### src/include/exec_defs.svh
`ifndef EXEC_DEFS_SVH
`define EXEC_DEFS_SVH

// Data word width, fixed by RV32
`define EXEC_XLEN 32

// Shift amount comes from the low bits of rs2
`define EXEC_SHAMT_W 5

// mul only needs the low half of the product
`define EXEC_MUL_STEPS_LOW 32

// mulh, mulhsu and mulhu need the full 64-bit product
`define EXEC_MUL_STEPS_FULL 64

`define EXEC_DIV_STEPS 32 // One quotient bit per step

`endif

### src/design/exec_pkg.sv
`default_nettype none

`include "exec_defs.svh"

package exec_pkg;

  typedef logic [`EXEC_XLEN-1:0]   xlen_t;
  typedef logic [2*`EXEC_XLEN-1:0] dword_t;  // Product or remainder:quotient pair
  typedef logic [`EXEC_SHAMT_W-1:0] shamt_t;
  typedef logic [6:0]              step_t;   // Up to 64 multiply steps

  typedef enum logic [4:0] {
    op_add,
    op_sub,
    op_sll,
    op_slt,
    op_sltu,
    op_xor,
    op_srl,
    op_sra,
    op_or,
    op_and,
    op_mul,    // M extension from here on
    op_mulh,
    op_mulhsu,
    op_mulhu,
    op_div,
    op_divu,
    op_rem,
    op_remu
  } exec_op_t;

  // Operation as captured at the boundary
  typedef struct packed {
    exec_op_t op;
    xlen_t    rs1;
    xlen_t    rs2;
  } exec_req_t;

  typedef enum logic [2:0] {
    st_idle,
    st_alu,
    st_mul_wait,
    st_div_wait,
    st_hold      // ack high until req drops
  } ctrl_state_t;

endpackage

`default_nettype wire

### src/design/int_alu.sv
`timescale 1ns/1ps
`default_nettype none

module int_alu
  import exec_pkg::*;
(
  input  exec_op_t op,
  input  xlen_t    rs1,
  input  xlen_t    rs2,
  output xlen_t    y
);

  shamt_t shamt;
  logic   lt_signed;
  logic   lt_unsigned;

  assign shamt = rs2[4:0]; // No separate shamt port

  assign lt_signed   = $signed(rs1) < $signed(rs2);
  assign lt_unsigned = rs1 < rs2;

  always_comb begin
    case (op)
      op_add: begin
        y = rs1 + rs2;
      end
      op_sub: begin
        y = rs1 - rs2;
      end
      op_sll: begin
        y = rs1 << shamt;
      end
      op_slt: begin
        y = xlen_t'(lt_signed);
      end
      op_sltu: begin
        y = xlen_t'(lt_unsigned);
      end
      op_xor: begin
        y = rs1 ^ rs2;
      end
      op_srl: begin
        y = rs1 >> shamt;
      end
      op_sra: begin
        y = xlen_t'($signed(rs1) >>> shamt); // Sign bit fills from the left
      end
      op_or: begin
        y = rs1 | rs2;
      end
      op_and: begin
        y = rs1 & rs2;
      end
      // Multiply and divide are handled by the iterative units
      default: begin
        y = '0;
      end
    endcase
  end

endmodule

`default_nettype wire

### src/design/mul_unit.sv
`timescale 1ns/1ps
`default_nettype none

`include "exec_defs.svh"

module mul_unit
  import exec_pkg::*;
(
  input  logic      clk,
  input  logic      reset,
  input  logic      start,
  input  exec_req_t req,
  output logic      done,
  output xlen_t     result
);

  dword_t mcand;     // Shifts left each step
  dword_t mplier;    // Shifts right each step
  dword_t acc;
  step_t  count;
  logic   busy;
  logic   low_half;  // mul returns the low word
  dword_t ext_a;
  dword_t ext_b;

  // Sign extension per operation
  always_comb begin
    ext_a = {32'b0, req.rs1};
    ext_b = {32'b0, req.rs2};
    case (req.op)
      op_mulh: begin
        ext_a = {{32{req.rs1[31]}}, req.rs1};
        ext_b = {{32{req.rs2[31]}}, req.rs2};
      end
      op_mulhsu: begin
        ext_a = {{32{req.rs1[31]}}, req.rs1};
      end
      default: begin
      end
    endcase
  end

  always_ff @(posedge clk) begin
    if (reset) begin
      busy  <= 1'b0;
      count <= '0;
      done  <= 1'b0;
    end else begin
      done <= 1'b0;
      if (start && !busy) begin
        busy <= 1'b1;
        if (req.op == op_mul) begin
          count <= step_t'(`EXEC_MUL_STEPS_LOW);
        end else begin
          count <= step_t'(`EXEC_MUL_STEPS_FULL);
        end
      end else if (busy) begin
        if (count != '0) begin
          count <= count - 1'b1;
        end else begin
          busy <= 1'b0;
          done <= 1'b1;
        end
      end
    end
  end

  always_ff @(posedge clk) begin
    if (start && !busy) begin
      mcand    <= ext_a;
      mplier   <= ext_b;
      acc      <= '0;
      low_half <= (req.op == op_mul);
    end else if (busy) begin
      if (count != '0) begin
        if (mplier[0]) begin
          acc <= acc + mcand;
        end
        mcand  <= mcand << 1;
        mplier <= mplier >> 1;
      end else begin
        result <= low_half ? acc[31:0] : acc[63:32];
      end
    end
  end

endmodule

`default_nettype wire

### src/design/div_unit.sv
`timescale 1ns/1ps
`default_nettype none

`include "exec_defs.svh"

module div_unit
  import exec_pkg::*;
(
  input  logic      clk,
  input  logic      reset,
  input  logic      start,
  input  exec_req_t req,
  output logic      done,
  output xlen_t     result
);

  typedef enum logic [1:0] {
    div_idle,
    div_run,
    div_fixup,
    div_finish
  } div_state_t;

  div_state_t  state;
  xlen_t       divisor;
  dword_t      rq;        // Remainder high, quotient low
  step_t       count;
  logic        neg_q;
  logic        neg_r;
  logic        want_rem;
  xlen_t       res;
  logic        is_signed;
  logic        is_rem;
  logic        by_zero;
  logic        overflow;
  xlen_t       abs_a;
  xlen_t       abs_b;
  dword_t      shifted;
  logic [32:0] trial;

  always_comb begin
    is_signed = (req.op == op_div) || (req.op == op_rem);
    is_rem    = (req.op == op_rem) || (req.op == op_remu);
    by_zero   = (req.rs2 == '0);
    // Most negative value over minus one
    overflow  = is_signed && (req.rs1 == {1'b1, 31'b0}) && (req.rs2 == '1);
    abs_a     = (is_signed && req.rs1[31]) ? -req.rs1 : req.rs1;
    abs_b     = (is_signed && req.rs2[31]) ? -req.rs2 : req.rs2;
  end

  // Restoring step
  assign shifted = {rq[62:0], 1'b0};
  assign trial   = {1'b0, shifted[63:32]} - {1'b0, divisor};

  always_ff @(posedge clk) begin
    if (reset) begin
      state <= div_idle;
      count <= '0;
      done  <= 1'b0;
    end else begin
      done <= 1'b0;
      case (state)
        div_idle: begin
          if (start) begin
            count <= step_t'(`EXEC_DIV_STEPS);
            state <= (by_zero || overflow) ? div_finish : div_run; // Special cases skip the loop
          end
        end
        div_run: begin
          count <= count - 1'b1;
          if (count == step_t'(1)) begin
            state <= div_fixup;
          end
        end
        div_fixup: begin
          state <= div_finish;
        end
        default: begin
          done  <= 1'b1;
          state <= div_idle;
        end
      endcase
    end
  end

  always_ff @(posedge clk) begin
    case (state)
      div_idle: begin
        if (start) begin
          divisor  <= abs_b;
          rq       <= {32'b0, abs_a};
          neg_q    <= is_signed && (req.rs1[31] ^ req.rs2[31]);
          neg_r    <= is_signed && req.rs1[31]; // Remainder follows the dividend
          want_rem <= is_rem;
          if (by_zero) begin
            res <= is_rem ? req.rs1 : '1;
          end else if (overflow) begin
            res <= is_rem ? '0 : req.rs1;
          end
        end
      end
      div_run: begin
        if (!trial[32]) begin
          rq <= {trial[31:0], shifted[31:1], 1'b1};
        end else begin
          rq <= shifted;
        end
      end
      div_fixup: begin
        if (want_rem) begin
          res <= neg_r ? -rq[63:32] : rq[63:32];
        end else begin
          res <= neg_q ? -rq[31:0] : rq[31:0];
        end
      end
      default: begin
        result <= res;
      end
    endcase
  end

endmodule

`default_nettype wire

### src/design/exec_unit.sv
`timescale 1ns/1ps
`default_nettype none

module exec_unit
  import exec_pkg::*;
(
  input  logic      clk,
  input  logic      reset,
  input  logic      req,
  input  exec_req_t request,
  output logic      ack,
  output xlen_t     result
);

  ctrl_state_t state;
  exec_req_t   cap;         // Request held for the whole operation
  xlen_t       alu_y;
  xlen_t       mul_result;
  xlen_t       div_result;
  logic        mul_start;
  logic        mul_done;
  logic        div_start;
  logic        div_done;

  int_alu i_int_alu (
    .op  (cap.op),
    .rs1 (cap.rs1),
    .rs2 (cap.rs2),
    .y   (alu_y)
  );

  mul_unit i_mul_unit (
    .clk    (clk),
    .reset  (reset),
    .start  (mul_start),
    .req    (cap),
    .done   (mul_done),
    .result (mul_result)
  );

  div_unit i_div_unit (
    .clk    (clk),
    .reset  (reset),
    .start  (div_start),
    .req    (cap),
    .done   (div_done),
    .result (div_result)
  );

  always_ff @(posedge clk) begin
    if (state == st_idle && req) begin
      cap <= request;
    end
  end

  always_ff @(posedge clk) begin
    if (reset) begin
      state     <= st_idle;
      ack       <= 1'b0;
      result    <= '0;
      mul_start <= 1'b0;
      div_start <= 1'b0;
    end else begin
      mul_start <= 1'b0; // Single-cycle pulses
      div_start <= 1'b0;
      case (state)
        st_idle: begin
          if (req) begin
            case (request.op)
              op_mul, op_mulh, op_mulhsu, op_mulhu: begin
                state     <= st_mul_wait;
                mul_start <= 1'b1;
              end
              op_div, op_divu, op_rem, op_remu: begin
                state     <= st_div_wait;
                div_start <= 1'b1;
              end
              default: begin
                state <= st_alu;
              end
            endcase
          end
        end
        st_alu: begin
          result <= alu_y;
          ack    <= 1'b1;
          state  <= st_hold;
        end
        st_mul_wait: begin
          if (mul_done) begin
            result <= mul_result;
            ack    <= 1'b1;
            state  <= st_hold;
          end
        end
        st_div_wait: begin
          if (div_done) begin
            result <= div_result;
            ack    <= 1'b1;
            state  <= st_hold;
          end
        end
        // Result stays put until the requester lets go
        st_hold: begin
          if (!req) begin
            ack   <= 1'b0;
            state <= st_idle;
          end
        end
        default: begin
          state <= st_idle;
        end
      endcase
    end
  end

endmodule

`default_nettype wire

### config.mk
export PLATFORM = sky130hd
export DESIGN_NAME = exec_unit
export DESIGN_NICKNAME = d
export VERILOG_FILES = /design/src/design/exec_pkg.sv /design/src/design/int_alu.sv /design/src/design/mul_unit.sv /design/src/design/div_unit.sv /design/src/design/exec_unit.sv
export VERILOG_INCLUDE_DIRS = /design/src /design/src/include
export SDC_FILE = /design/constraint.sdc
export NUM_CORES = 2
export LEC_CHECK = 0
export ABC_AREA = 1
export BUFFER_PORTS_ARGS = -buffer_cell sky130_fd_sc_hd__buf_2
export CAP_MARGIN = 20
export CELL_PAD_IN_SITES_DETAIL_PLACEMENT = 0
export CELL_PAD_IN_SITES_GLOBAL_PLACEMENT = 1
export CORE_MARGIN = 5
export CORE_UTILIZATION = 40
export CTS_BUF_LIST = sky130_fd_sc_hd__clkbuf_16
export CTS_CLUSTER_SIZE = 8
export DETAILED_ROUTE_END_ITERATION = 8
export GPL_TIMING_DRIVEN = 1
export PLACE_DENSITY_LB_ADDON = 0.1
export REMOVE_ABC_BUFFERS = 1
export SLEW_MARGIN = 20
export SYNTH_ARGS = -nofsm -noshare
export SYNTH_HDL_FRONTEND = slang
export SYNTH_SLANG_ARGS = --single-unit
### constraint.sdc
create_clock -name clk -period 19.25 [get_ports clk]
set_input_delay 1.925 -clock clk [delete_from_list [all_inputs] [get_ports clk]]
set_output_delay 1.925 -clock clk [all_outputs]
set_load 0.02 [all_outputs]
==> metrics.txt <==
number of synthesized register bits around 500; TritonCTS Sinks a little over 500; hold buffer count at CTS 0; port bufs 104; Final Worst Setup Slack around 15 ns; number of vias after detailed routing ~42k; 1st-pass router iterations 8; slew at the pin closest to its max-slew limit around 1.1 ns; buffers and inverters on the worst path 2; Worst Hold Class flip-flop to flip-flop; detailed-route DRC error count 0; max-cap violation count 0; top_reg_cell synth sky130_fd_sc_hd__edfxtp_1; Setup TNS 0 ns; CP top delay family simple AND/OR/NAND/NOR gates; Pint roughly 2.5 mW; clock tree from TritonCTS built; root cell of the clock tree sky130_fd_sc_hd__clkbuf_16; fraction of registers with async set/reset 0; Setup violations, final 0; Core Region 100,000 um^2; area post-placement about 42,000 um^2; Final Power around 4.4 mW; Top Usage Layer GRT met2; Final Hold Viols 0; via density per instance between 5 and 6; most frequent cells in the layout 1,689 x sky130_fd_sc_hd__nand2_1, 803 x sky130_fd_sc_hd__inv_1, 600 x sky130_fd_sc_hd__nand3_1; ordered list of cells on the worst path buf_4 -> clkinv_1 -> ha_1 -> nor2_1 -> nand2_1 -> nor2_1 -> nand2_1 -> nand3_1 -> nand3_1 -> nand2_1 -> nand2_1 -> nand3_1 -> nand3_1 -> nand2_1 -> a21oi_1; leak pwr about 21 nW; category of the most critical setup path flip-flop to flip-flop; worst-path maximum fanout 31; net total in the final layout about 6.3k; minimum setup slack after placement about 15 ns; net switching share of the total power 0.436; period utilisation layout 0.206; Setup crit end kind flip-flop; number of fill cells 10.7k; Finished Layout Cells approximately 7.4k; met3 track demand over resource 0.0552; remaining max-slew budget at the tightest pin 0.271; cts bufs inserted 76; smallest hold slack approximately 0.41 ns; number of distinct library cell variants in the gate-level netlist after synthesis between 60 and 70; Final Core Density 0.444; largest net degree at the start of global routing 96; dpl cells ~7.3k; die height 328 um; maximum single-stage delay on the critical path 0.64 ns; total routing resource utilization after global routing 0.343; crit start category flip-flop; met1 capacity usage during global routing 0.466; Die Footprint between 100,000 and 150,000 um^2; Fmax achieved between 0.2 and 0.3 GHz; RSZ-0062 raised after global routing false; area taken by multi-input logic gates about 22,000 um^2; arrival time reported for the critical path endpoint between 4 and 5 ns; num rows 116; sequential element share of the synthesized area 0.352; initial cell density of the core 0.403; H-tree depth reported by CTS 3; Post-CTS Setup Repair Bufs 0; Ports ~110; vias in the first global route approximately 39k; Placer Congestion a little over 1; Slowest-stage cell, CP sky130_fd_sc_hd__ha_1; minimum clock period around 4.0 ns; met2 routing resource usage after global routing 0.531; number of standard cells after synthesis roughly 6.0k; wire length of the first global-routing pass around 270,000 um; status finished clean; Post-Route Skew 0.0410 ns; wire length after detailed routing around 190,000 um; Logic pwr share 0.387; commonest non-fill, non-tap cell in the layout sky130_fd_sc_hd__nand2_1; FF/Latch Area around 14,000 um^2; number of buffers on the longest clock path 3; synthesis warning total 0; fraction of final layout cells sized beyond drive strength 1 0.0566; post-DP HPWL ~150,000 um; proportion of power drawn by the clock network 0.287; worst vdd ir ~0.000083 V; Max Slew Vio Count 0; Most Frequent Cell on Critical Path sky130_fd_sc_hd__nand2_1; Area growth, synth to finish 10.2%; remaining global-route overflow 0; portion of total power attributed to sequential cells 0.326; number of DRC violations after detailed-routing iteration 0 around 4.7k; CP required 19.78 ns; synthesized area roughly 40,000 um^2; Worst-Skew Late Latency 0.67 ns; Antenna Nets Post-Route 0; wire length per cell after detailed routing approximately 26 um; count of flip-flops with a built-in enable after synthesis 393; initial antenna violation count 9; syn avg cell area slightly below 7 um^2; horizontal die dimension around 330 um; Final Cell Area ~45,000 um^2; Sw Pwr approximately 1.9 mW; clock slew at reported path FFs roughly 0.05 ns; post-cts gate resize count 0; power per unit of standard cell area slightly below 100 nW/um^2
-- kinds of logic after synthesis --
family                     after synthesis  synth area share
AOI/OAI and AO/OA                     1084             0.146
xor gates and xnor gates                94            0.0204
adders and majority gates              221            0.0685
buffers and inverters                  994            0.0963
DFF                                    514             0.352
muxes                                    1          0.000248
and+or+nand+nor                       3042             0.316
-- cells in the mapped netlist, drive strengths merged (5+ instances only) --
master	instances	area, um^2
nand2	1699	6400
inv	773	2900
nand3	603	3030
nor2	532	2050
o21ai	515	2580
edfxtp	393	11800
a21oi	386	1940
ha	206	2580
dfxtp	121	2420
clkbuf	110	417
buf	106	548
xor2	81	709
nor3	80	437
nand4	58	375
o21bai	33	248
a22o	31	272
o211ai	30	225
o22ai	23	144
nand3b	15	125
nor4	15	109
a31oi	14	87.6
and2	13	81.3
xnor2	13	114
o21a	12	90.1
maj3	11	111
o31ai	11	87.6
or2	11	68.8
and3	9	56.3
a21o	7	52.6
o2111ai	6	52.6
clkinv	5	23.8
nor3b	5	37.5
-- power by group through the flow --
stage / Sequential (mW) / Clock [mW] / Combinational [mW]
global placement: 1.45 / 0 / 1.67
detailed placement: 1.45 / 0 / 1.66
global route: 1.44 / 1.34 / 1.85
CTS: 1.43 / 1.29 / 1.67
finish: 1.43 / 1.27 / 1.70
floorplan: 1.45 / 0 / 0.968
-- layer usage --
| layer | routed length, um | up-vias |
|---|---|---|
| met5 | 20 | - |
| met4 | 11900 | 2 |
| met3 | 14300 | 381 |
| met2 | 82800 | 1776 |
| met1 | 81600 | 19649 |
| li1 | - | 19772 |
-- layout make-up --
| class | instances | share of cell area |
|---|---|---|
| multi-input combinational | 4442 | 0.503 |
| antenna | 1 | 0.0000562 |
| clock inverter | 62 | 0.00806 |
| tap | 1357 | 0.0381 |
| clock buffer | 76 | 0.0427 |
| timing repair buffer | 174 | 0.0235 |
| inverter | 778 | 0.0658 |
| sequential | 514 | 0.319 |
-- registers in the layout (all words and copies together) (netlist names), 2 cells and up --
name	cells
i_div_unit.result	32
i_div_unit.divisor	32
i_mul_unit.acc	64
cap	69
i_mul_unit.result	32
result	32
state	3
i_div_unit.state	2
i_div_unit.count	7
i_div_unit.rq	64
i_div_unit.res	32
i_mul_unit.mplier	64
i_mul_unit.count	7
i_mul_unit.mcand	64
-- path summary, 6_finish.rpt --
kind | from | endpoint | slack (ns) | depth (start not counted)
setup / recovery | cap[4] | result[19] | 15.28 | 15
hold / removal | i_div_unit.res[26] | i_div_unit.result[26] | 0.41 | 0
setup reg to reg | cap[4] | result[19] | 15.28 | 15
hold reg to reg | i_div_unit.res[26] | i_div_unit.result[26] | 0.41 | 0
Power figures use the tool's default switching activity.
